## config.mk

```make
export PLATFORM = sky130hd
export DESIGN_NAME = video_top
export DESIGN_NICKNAME = d
export VERILOG_FILES = /design/src/source/video_pkg.sv /design/src/source/crtc_regs.sv /design/src/source/line_counter.sv /design/src/source/frame_counter.sv /design/src/source/video_top.sv
export SDC_FILE = /design/constraint.sdc
export NUM_CORES = 1
export LEC_CHECK = 0
export BUFFER_PORTS_ARGS = -buffer_cell sky130_fd_sc_hd__buf_4
export CAP_MARGIN = 30
export CORE_AREA = 8 8 171 132
export CTS_CLUSTER_SIZE = 10
export DETAILED_ROUTE_END_ITERATION = 7
export DIE_AREA = 0 0 179 140
export GPL_TIMING_DRIVEN = 0
export HOLD_SLACK_MARGIN = 0.02
export SLEW_MARGIN = 20
export SYNTH_ARGS = -nofsm -noshare
export SYNTH_HDL_FRONTEND = slang
export SYNTH_SLANG_ARGS = --single-unit
```

## constraint.sdc

```tcl
create_clock -name clk_i -period 6.55 [get_ports clk_i]
set_clock_uncertainty 0.15 [all_clocks]
set_input_delay 1.31 -clock clk_i [delete_from_list [all_inputs] [get_ports clk_i]]
set_output_delay 1.31 -clock clk_i [all_outputs]
set_load 0.01 [all_outputs]
```

## src/source/video_pkg.sv

```systemverilog
//--------------------------------------------------------------------
// Shared definitions for the CRT controller
// APB bus widths, register offsets and timing field layout
//--------------------------------------------------------------------

`default_nettype none

package video_pkg;

    //--------------------------------------------------------------------
    // Widths
    //--------------------------------------------------------------------
    // Pixel and line counts
    localparam int coord_w    = 12;

    localparam int apb_addr_w = 8;
    localparam int apb_data_w = 32;

    //--------------------------------------------------------------------
    // Register map
    //--------------------------------------------------------------------
    // Bit 0 enable, bit 1 hsync invert, bit 2 vsync invert
    localparam logic [apb_addr_w-1:0] reg_ctrl   = 8'h00;

    // Active pixels low, total pixels high
    localparam logic [apb_addr_w-1:0] reg_h_size = 8'h04;

    // Hsync start low, hsync end high
    localparam logic [apb_addr_w-1:0] reg_h_sync = 8'h08;

    // Active lines low, total lines high
    localparam logic [apb_addr_w-1:0] reg_v_size = 8'h0C;

    // Vsync start low, vsync end high
    localparam logic [apb_addr_w-1:0] reg_v_sync = 8'h10;

    // Upper field position in the timing registers
    localparam int hi_field_lsb = 16;

endpackage

`default_nettype wire

```

## src/source/crtc_regs.sv

```systemverilog
//--------------------------------------------------------------------
// APB configuration registers for the CRT controller
// Control word plus four timing registers, zero wait states
// Unmapped offsets answer with pslverr and read zero
//--------------------------------------------------------------------

`timescale 1ns/1ps
`default_nettype none

module crtc_regs (
    // Inputs
     input  logic                             clk_i
    ,input  logic                             rst_i
    ,input  logic [video_pkg::apb_addr_w-1:0] paddr_i
    ,input  logic                             psel_i
    ,input  logic                             penable_i
    ,input  logic                             pwrite_i
    ,input  logic [video_pkg::apb_data_w-1:0] pwdata_i

    // Outputs
    ,output logic [video_pkg::apb_data_w-1:0] prdata_o
    ,output logic                             pready_o
    ,output logic                             pslverr_o
    ,output logic                             enable_o
    ,output logic                             hinvert_o
    ,output logic                             vinvert_o
    ,output logic [video_pkg::coord_w-1:0]    h_active_o
    ,output logic [video_pkg::coord_w-1:0]    h_total_o
    ,output logic [video_pkg::coord_w-1:0]    h_sync_start_o
    ,output logic [video_pkg::coord_w-1:0]    h_sync_end_o
    ,output logic [video_pkg::coord_w-1:0]    v_active_o
    ,output logic [video_pkg::coord_w-1:0]    v_total_o
    ,output logic [video_pkg::coord_w-1:0]    v_sync_start_o
    ,output logic [video_pkg::coord_w-1:0]    v_sync_end_o
);

logic [2:0]                          ctrl_q;
logic                                wr_en_w;
logic                                addr_hit_w;
logic [video_pkg::apb_data_w-1:0]    rdata_w;
logic [video_pkg::coord_w-1:0]       lo_w;
logic [video_pkg::coord_w-1:0]       hi_w;

//--------------------------------------------------------------------
// Write path
//--------------------------------------------------------------------
assign wr_en_w = psel_i & penable_i & pwrite_i;
assign lo_w    = pwdata_i[video_pkg::coord_w-1:0];
assign hi_w    = pwdata_i[video_pkg::hi_field_lsb +: video_pkg::coord_w];

always_ff @(posedge clk_i or posedge rst_i) begin
    if (rst_i) begin
        ctrl_q         <= '0;
        h_active_o     <= '0;
        h_total_o      <= '0;
        h_sync_start_o <= '0;
        h_sync_end_o   <= '0;
        v_active_o     <= '0;
        v_total_o      <= '0;
        v_sync_start_o <= '0;
        v_sync_end_o   <= '0;
    end else if (wr_en_w) begin
        case (paddr_i)
            video_pkg::reg_ctrl: begin
                ctrl_q <= pwdata_i[2:0];
            end
            video_pkg::reg_h_size: begin
                h_active_o <= lo_w;
                h_total_o  <= hi_w;
            end
            video_pkg::reg_h_sync: begin
                h_sync_start_o <= lo_w;
                h_sync_end_o   <= hi_w;
            end
            video_pkg::reg_v_size: begin
                v_active_o <= lo_w;
                v_total_o  <= hi_w;
            end
            video_pkg::reg_v_sync: begin
                v_sync_start_o <= lo_w;
                v_sync_end_o   <= hi_w;
            end
            default: begin
                // Unmapped, nothing stored
            end
        endcase
    end
end

//--------------------------------------------------------------------
// Read path
//--------------------------------------------------------------------
always_comb begin
    rdata_w    = '0;
    addr_hit_w = 1'b1;
    case (paddr_i)
        video_pkg::reg_ctrl: begin
            rdata_w[2:0] = ctrl_q;
        end
        video_pkg::reg_h_size: begin
            rdata_w[video_pkg::coord_w-1:0]                         = h_active_o;
            rdata_w[video_pkg::hi_field_lsb +: video_pkg::coord_w] = h_total_o;
        end
        video_pkg::reg_h_sync: begin
            rdata_w[video_pkg::coord_w-1:0]                         = h_sync_start_o;
            rdata_w[video_pkg::hi_field_lsb +: video_pkg::coord_w] = h_sync_end_o;
        end
        video_pkg::reg_v_size: begin
            rdata_w[video_pkg::coord_w-1:0]                         = v_active_o;
            rdata_w[video_pkg::hi_field_lsb +: video_pkg::coord_w] = v_total_o;
        end
        video_pkg::reg_v_sync: begin
            rdata_w[video_pkg::coord_w-1:0]                         = v_sync_start_o;
            rdata_w[video_pkg::hi_field_lsb +: video_pkg::coord_w] = v_sync_end_o;
        end
        default: begin
            addr_hit_w = 1'b0;
        end
    endcase
end

assign prdata_o  = rdata_w;
assign pready_o  = 1'b1;
assign pslverr_o = psel_i & penable_i & ~addr_hit_w;

// Control bits
assign enable_o  = ctrl_q[0];
assign hinvert_o = ctrl_q[1];
assign vinvert_o = ctrl_q[2];

endmodule

`default_nettype wire

```

## src/source/line_counter.sv

```systemverilog
//--------------------------------------------------------------------
// Horizontal pixel counter
// Line end and visibility decode, registered x and hsync
//--------------------------------------------------------------------

`timescale 1ns/1ps
`default_nettype none

module line_counter (
    // Inputs
     input  logic                          clk_i
    ,input  logic                          rst_i
    ,input  logic                          enable_i
    ,input  logic                          hinvert_i
    ,input  logic [video_pkg::coord_w-1:0] h_active_i
    ,input  logic [video_pkg::coord_w-1:0] h_total_i
    ,input  logic [video_pkg::coord_w-1:0] h_sync_start_i
    ,input  logic [video_pkg::coord_w-1:0] h_sync_end_i

    // Outputs
    ,output logic                          line_end_o
    ,output logic                          h_visible_o
    ,output logic [video_pkg::coord_w-1:0] x_o
    ,output logic                          hsync_o
);

logic [video_pkg::coord_w-1:0] h_cnt_q;
logic [video_pkg::coord_w-1:0] h_last_w;
logic                          hsync_raw_w;

assign h_last_w    = h_total_i - 1'b1;
assign line_end_o  = enable_i & (h_cnt_q == h_last_w);
assign h_visible_o = (h_cnt_q < h_active_i);

// Raw sync, forced low while disabled
assign hsync_raw_w = enable_i & (h_cnt_q >= h_sync_start_i) & (h_cnt_q < h_sync_end_i);

always_ff @(posedge clk_i or posedge rst_i) begin
    if (rst_i) begin
        h_cnt_q <= '0;
    end else if (!enable_i || line_end_o) begin
        h_cnt_q <= '0;
    end else begin
        h_cnt_q <= h_cnt_q + 1'b1;
    end
end

// One cycle behind the count
always_ff @(posedge clk_i or posedge rst_i) begin
    if (rst_i) begin
        x_o     <= '0;
        hsync_o <= 1'b0;
    end else begin
        x_o     <= h_cnt_q;
        hsync_o <= hsync_raw_w ^ hinvert_i;
    end
end

endmodule

`default_nettype wire

```

## src/source/frame_counter.sv

```systemverilog
//--------------------------------------------------------------------
// Vertical line counter
// Registered y, vsync and data enable
//--------------------------------------------------------------------

`timescale 1ns/1ps
`default_nettype none

module frame_counter (
    // Inputs
     input  logic                          clk_i
    ,input  logic                          rst_i
    ,input  logic                          enable_i
    ,input  logic                          vinvert_i
    ,input  logic                          line_end_i
    ,input  logic                          h_visible_i
    ,input  logic [video_pkg::coord_w-1:0] v_active_i
    ,input  logic [video_pkg::coord_w-1:0] v_total_i
    ,input  logic [video_pkg::coord_w-1:0] v_sync_start_i
    ,input  logic [video_pkg::coord_w-1:0] v_sync_end_i

    // Outputs
    ,output logic [video_pkg::coord_w-1:0] y_o
    ,output logic                          vsync_o
    ,output logic                          de_o
);

logic [video_pkg::coord_w-1:0] v_cnt_q;
logic [video_pkg::coord_w-1:0] v_last_w;
logic                          vsync_raw_w;
logic                          de_w;

assign v_last_w    = v_total_i - 1'b1;
assign vsync_raw_w = enable_i & (v_cnt_q >= v_sync_start_i) & (v_cnt_q < v_sync_end_i);
assign de_w        = enable_i & h_visible_i & (v_cnt_q < v_active_i);

// Line count steps once per horizontal wrap
always_ff @(posedge clk_i or posedge rst_i) begin
    if (rst_i) begin
        v_cnt_q <= '0;
    end else if (!enable_i) begin
        v_cnt_q <= '0;
    end else if (line_end_i) begin
        if (v_cnt_q == v_last_w) begin
            v_cnt_q <= '0;
        end else begin
            v_cnt_q <= v_cnt_q + 1'b1;
        end
    end
end

// Same latency as the x path
always_ff @(posedge clk_i or posedge rst_i) begin
    if (rst_i) begin
        y_o     <= '0;
        vsync_o <= 1'b0;
        de_o    <= 1'b0;
    end else begin
        y_o     <= v_cnt_q;
        vsync_o <= vsync_raw_w ^ vinvert_i;
        de_o    <= de_w;
    end
end

endmodule

`default_nettype wire

```

## src/source/video_top.sv

```systemverilog
//--------------------------------------------------------------------
// CRT controller top level
// APB register block feeding the horizontal and vertical counters
//--------------------------------------------------------------------

`timescale 1ns/1ps
`default_nettype none

module video_top (
    // Inputs
     input  logic                             clk_i
    ,input  logic                             rst_i
    ,input  logic [video_pkg::apb_addr_w-1:0] paddr_i
    ,input  logic                             psel_i
    ,input  logic                             penable_i
    ,input  logic                             pwrite_i
    ,input  logic [video_pkg::apb_data_w-1:0] pwdata_i

    // Outputs
    ,output logic [video_pkg::apb_data_w-1:0] prdata_o
    ,output logic                             pready_o
    ,output logic                             pslverr_o
    ,output logic [video_pkg::coord_w-1:0]    x_o
    ,output logic [video_pkg::coord_w-1:0]    y_o
    ,output logic                             de_o
    ,output logic                             hsync_o
    ,output logic                             vsync_o
);

logic                          enable_w;
logic                          hinvert_w;
logic                          vinvert_w;
logic [video_pkg::coord_w-1:0] h_active_w;
logic [video_pkg::coord_w-1:0] h_total_w;
logic [video_pkg::coord_w-1:0] h_sync_start_w;
logic [video_pkg::coord_w-1:0] h_sync_end_w;
logic [video_pkg::coord_w-1:0] v_active_w;
logic [video_pkg::coord_w-1:0] v_total_w;
logic [video_pkg::coord_w-1:0] v_sync_start_w;
logic [video_pkg::coord_w-1:0] v_sync_end_w;
logic                          line_end_w;
logic                          h_visible_w;

crtc_regs u_regs (
     .clk_i(clk_i)
    ,.rst_i(rst_i)
    ,.paddr_i(paddr_i)
    ,.psel_i(psel_i)
    ,.penable_i(penable_i)
    ,.pwrite_i(pwrite_i)
    ,.pwdata_i(pwdata_i)
    ,.prdata_o(prdata_o)
    ,.pready_o(pready_o)
    ,.pslverr_o(pslverr_o)
    ,.enable_o(enable_w)
    ,.hinvert_o(hinvert_w)
    ,.vinvert_o(vinvert_w)
    ,.h_active_o(h_active_w)
    ,.h_total_o(h_total_w)
    ,.h_sync_start_o(h_sync_start_w)
    ,.h_sync_end_o(h_sync_end_w)
    ,.v_active_o(v_active_w)
    ,.v_total_o(v_total_w)
    ,.v_sync_start_o(v_sync_start_w)
    ,.v_sync_end_o(v_sync_end_w)
);

line_counter u_line (
     .clk_i(clk_i)
    ,.rst_i(rst_i)
    ,.enable_i(enable_w)
    ,.hinvert_i(hinvert_w)
    ,.h_active_i(h_active_w)
    ,.h_total_i(h_total_w)
    ,.h_sync_start_i(h_sync_start_w)
    ,.h_sync_end_i(h_sync_end_w)
    ,.line_end_o(line_end_w)
    ,.h_visible_o(h_visible_w)
    ,.x_o(x_o)
    ,.hsync_o(hsync_o)
);

frame_counter u_frame (
     .clk_i(clk_i)
    ,.rst_i(rst_i)
    ,.enable_i(enable_w)
    ,.vinvert_i(vinvert_w)
    ,.line_end_i(line_end_w)
    ,.h_visible_i(h_visible_w)
    ,.v_active_i(v_active_w)
    ,.v_total_i(v_total_w)
    ,.v_sync_start_i(v_sync_start_w)
    ,.v_sync_end_i(v_sync_end_w)
    ,.y_o(y_o)
    ,.vsync_o(vsync_o)
    ,.de_o(de_o)
);

endmodule

`default_nettype wire

```

==> flow_metrics.tcl <==
set metrics [dict create \
    fin_area_mm2 0.0104 \
    p_sw_share_pct 29.7 \
    io_pins 106 \
    p_int_mw 1.82 \
    first_iter_violations 817 \
    max-cap-violations 0 \
    net-switching-power_mw 0.768 \
    grt_max_degree 77 \
    cts_num_sinks 150 \
    rsz0062_at_grt "no" \
    cts-root-buf "clkbuf_16" \
    crit_path_max_fanout 10 \
    synth_edf_count 0 \
    combPwrFrac_pct 19.5 \
    dieArea_mm2 0.0251 \
    grt_overflow_total 0 \
    netlist.top_cell.by_area "dfrtp_1" \
    num-nets-final 1103 \
    p_total_mw 2.59 \
    ys_ff_latch 150 \
    synth.top_cells.by_area "dfrtp_1, ha_1, mux2_2" \
    violations "design-rule violations" \
    drtPass1Iterations 8 \
    arrival_ns 3.95 \
    layout_setup_ws_ns 1.14 \
    clock_latency_ns 0.43 \
    grt_pass1_vias 7019 \
    rows 45 \
    synth_top_area_share_pct 42.8 \
    final.fill_count 1838 \
    cts_hold_buffers 0 \
    vias 7057 \
    min_period_over_period_pct 82.6 \
    crit_required_ns 5.09 \
    clockBufferDepth 2 \
    fp.dieH_um 140 \
    layout_min_cycle_time_ns 5.41 \
    htree_levels 4 \
    routed_wl_mm 25.8 \
    cts_tree "yes" \
    antenna_found_initial 0 \
    synthCells 869 \
    gp_congestion 0.878 \
    p_clk_share_pct 38.0 \
    vias_per_cell 5.61 \
    ys_async_sr_fraction_pct 100 \
    drv_slew 0 \
    hp-class "flop to flop" \
    dpl_cell_area_mm2 0.00984 \
    diodes 0 \
    initial_core_util_pct 44.1 \
    status "finished with violations" \
    hpwl_mm 19.6 \
    yosysMostFrequentCell "dfrtp_1" \
    p_seq_share_pct 42.5 \
    final_util_pct 52.4 \
    cp-end-kind "primary output" \
    final_layout_size_suffix_gt1_share_pct 21.8 \
    dpl_worst_slack_ns 1.26 \
    grt_util_all_layers_pct 21.3 \
    cts.repair.resized 0 \
    core_mm2 0.0199 \
    worstSetupStartpointType "primary input" \
    hold_violations 0 \
    fmax_mhz 185 \
    ys_warn_count 0 \
    grt_pass1_wl_mm 40.7 \
    cts_setup_buffers 0 \
    leakage_nw 5.31 \
    ys_types 65 \
    synthTopCellsByCount "dfrtp_1, nand2_1, inv_1, ha_1, mux2_2" \
    cts_buffers 17 \
    worst_pin_slew_ns 0.935 \
    setup_viol 0 \
    remaining_drc_errors 4 \
    wl_per_cell_um 20.6 \
    worstSetupPathType "primary input to primary output" \
    dp.cells 1225 \
    finalNonFillerCells 1257 \
    power_density_mw_per_mm2 249 \
    drtAntennaViolNets 0 \
    area_delta_synth_final_pct 18.7 \
    holdWs_ns 0.350 \
    syn_area_per_cell_um2 10.1 \
    port_buffers 87 \
    setup_tns_ns 0 \
    die_w_um 179 \
    syn_area_mm2 0.00877 \
    yosysSeqAreaShare_pct 42.8 \
    cts.clk_slew.worst_paths_ns 0.06 \
    synth_flop_cell "dfrtp_1" \
    vdd_drop_max_mv 0.140 \
    slew_headroom_pct 37.6 \
]
==> final cells by class <==
class / instances / area, um2 / area share (%)
buffer: 48 / 223 / 2.14
clock buffer: 23 / 478 / 4.59
clock inverter: 9 / 100 / 0.961
inverter: 82 / 315 / 3.03
multi-input combinational: 596 / 4520 / 43.4
sequential: 150 / 3750 / 36.0
tap: 258 / 323 / 3.10
timing repair buffer: 91 / 701 / 6.73
==> power groups by stage <==
| stage | Clock (mW) | Sequential (mW) | Combinational (mW) |
|---|---|---|---|
| global placement | 0 | 1.11 | 0.494 |
| detailed placement | 0 | 1.11 | 0.506 |
| global route | 1.03 | 1.11 | 0.568 |
| CTS | 0.994 | 1.10 | 0.510 |
| finish | 0.982 | 1.10 | 0.505 |
| floorplan | 0 | 1.08 | 0.314 |
==> cell usage in the layout (no fill, tap or decap), types with 5 or more instances in the layout <==
cell,instances
dfrtp_1,150
nand4_1,8
mux2_2,65
o2bb2ai_2,7
o21ai_0,61
nand2b_1,16
and2_1,5
nand3_1,21
xnor2_1,25
a21oi_1,23
clkbuf_1,39
conb_1,9
nor3_1,9
ha_1,72
xor2_1,16
a21o_1,19
buf_4,98
nor4_1,5
clkinv_2,5
inv_1,81
nor2_1,29
nor2b_1,8
a222oi_1,24
nand2_1,90
and3_1,17
clkbuf_16,17
==> worst paths after layout <==
check	slack (ns)	start	to	cells past startpoint
max in group asynchronous	4.68	rst_i	u_regs.h_sync_start_o[4]$_DFFE_PP0P_	3
setup reg to reg	2.92	u_regs.h_total_o[0]$_DFFE_PP0P_	u_frame.v_cnt_q[3]$_DFFE_PP0P_	11
hold / removal	0.35	u_regs.ctrl_q[1]$_DFFE_PP0P_	u_line.hsync_o$_DFF_PP0_	1
setup / recovery	1.14	paddr_i[0]	prdata_o[10]	9
hold reg to reg	0.35	u_regs.ctrl_q[1]$_DFFE_PP0P_	u_line.hsync_o$_DFF_PP0_	1
min in group asynchronous	0.79	rst_i	u_frame.y_o[5]$_DFF_PP0_	2
==> logic make-up after synthesis <==
| group | share of synthesized area (%) |
|---|---|
| other cells | 0.0856 |
| fa+ha+maj | 10.3 |
| xor+xnor | 4.09 |
| buf+inv | 6.05 |
| compound gates | 14.8 |
| mux | 8.80 |
| simple gates | 13.1 |
| flops | 42.8 |
==> layer usage <==
metal / GRT usage, % / wire length, um / vias up
li1: - / - / 3307
met3: 6.02 / 2510 / 13
met2: 29.2 / 10600 / 311
met5: 0 / 0 / -
met1: 32.5 / 12500 / 3426
met4: 4.04 / 221 / 0
==> worst max-delay path, cell delays in order <==
cell      delay [ns]
buf_4           0.10
or4_1           0.56
nor3_2          0.38
and3b_1         0.22
clkbuf_1        0.36
clkbuf_1        0.53
a222oi_1        0.19
nand2_1         0.15
buf_4           0.13
Note: power is estimated with default switching activity, not from simulation.
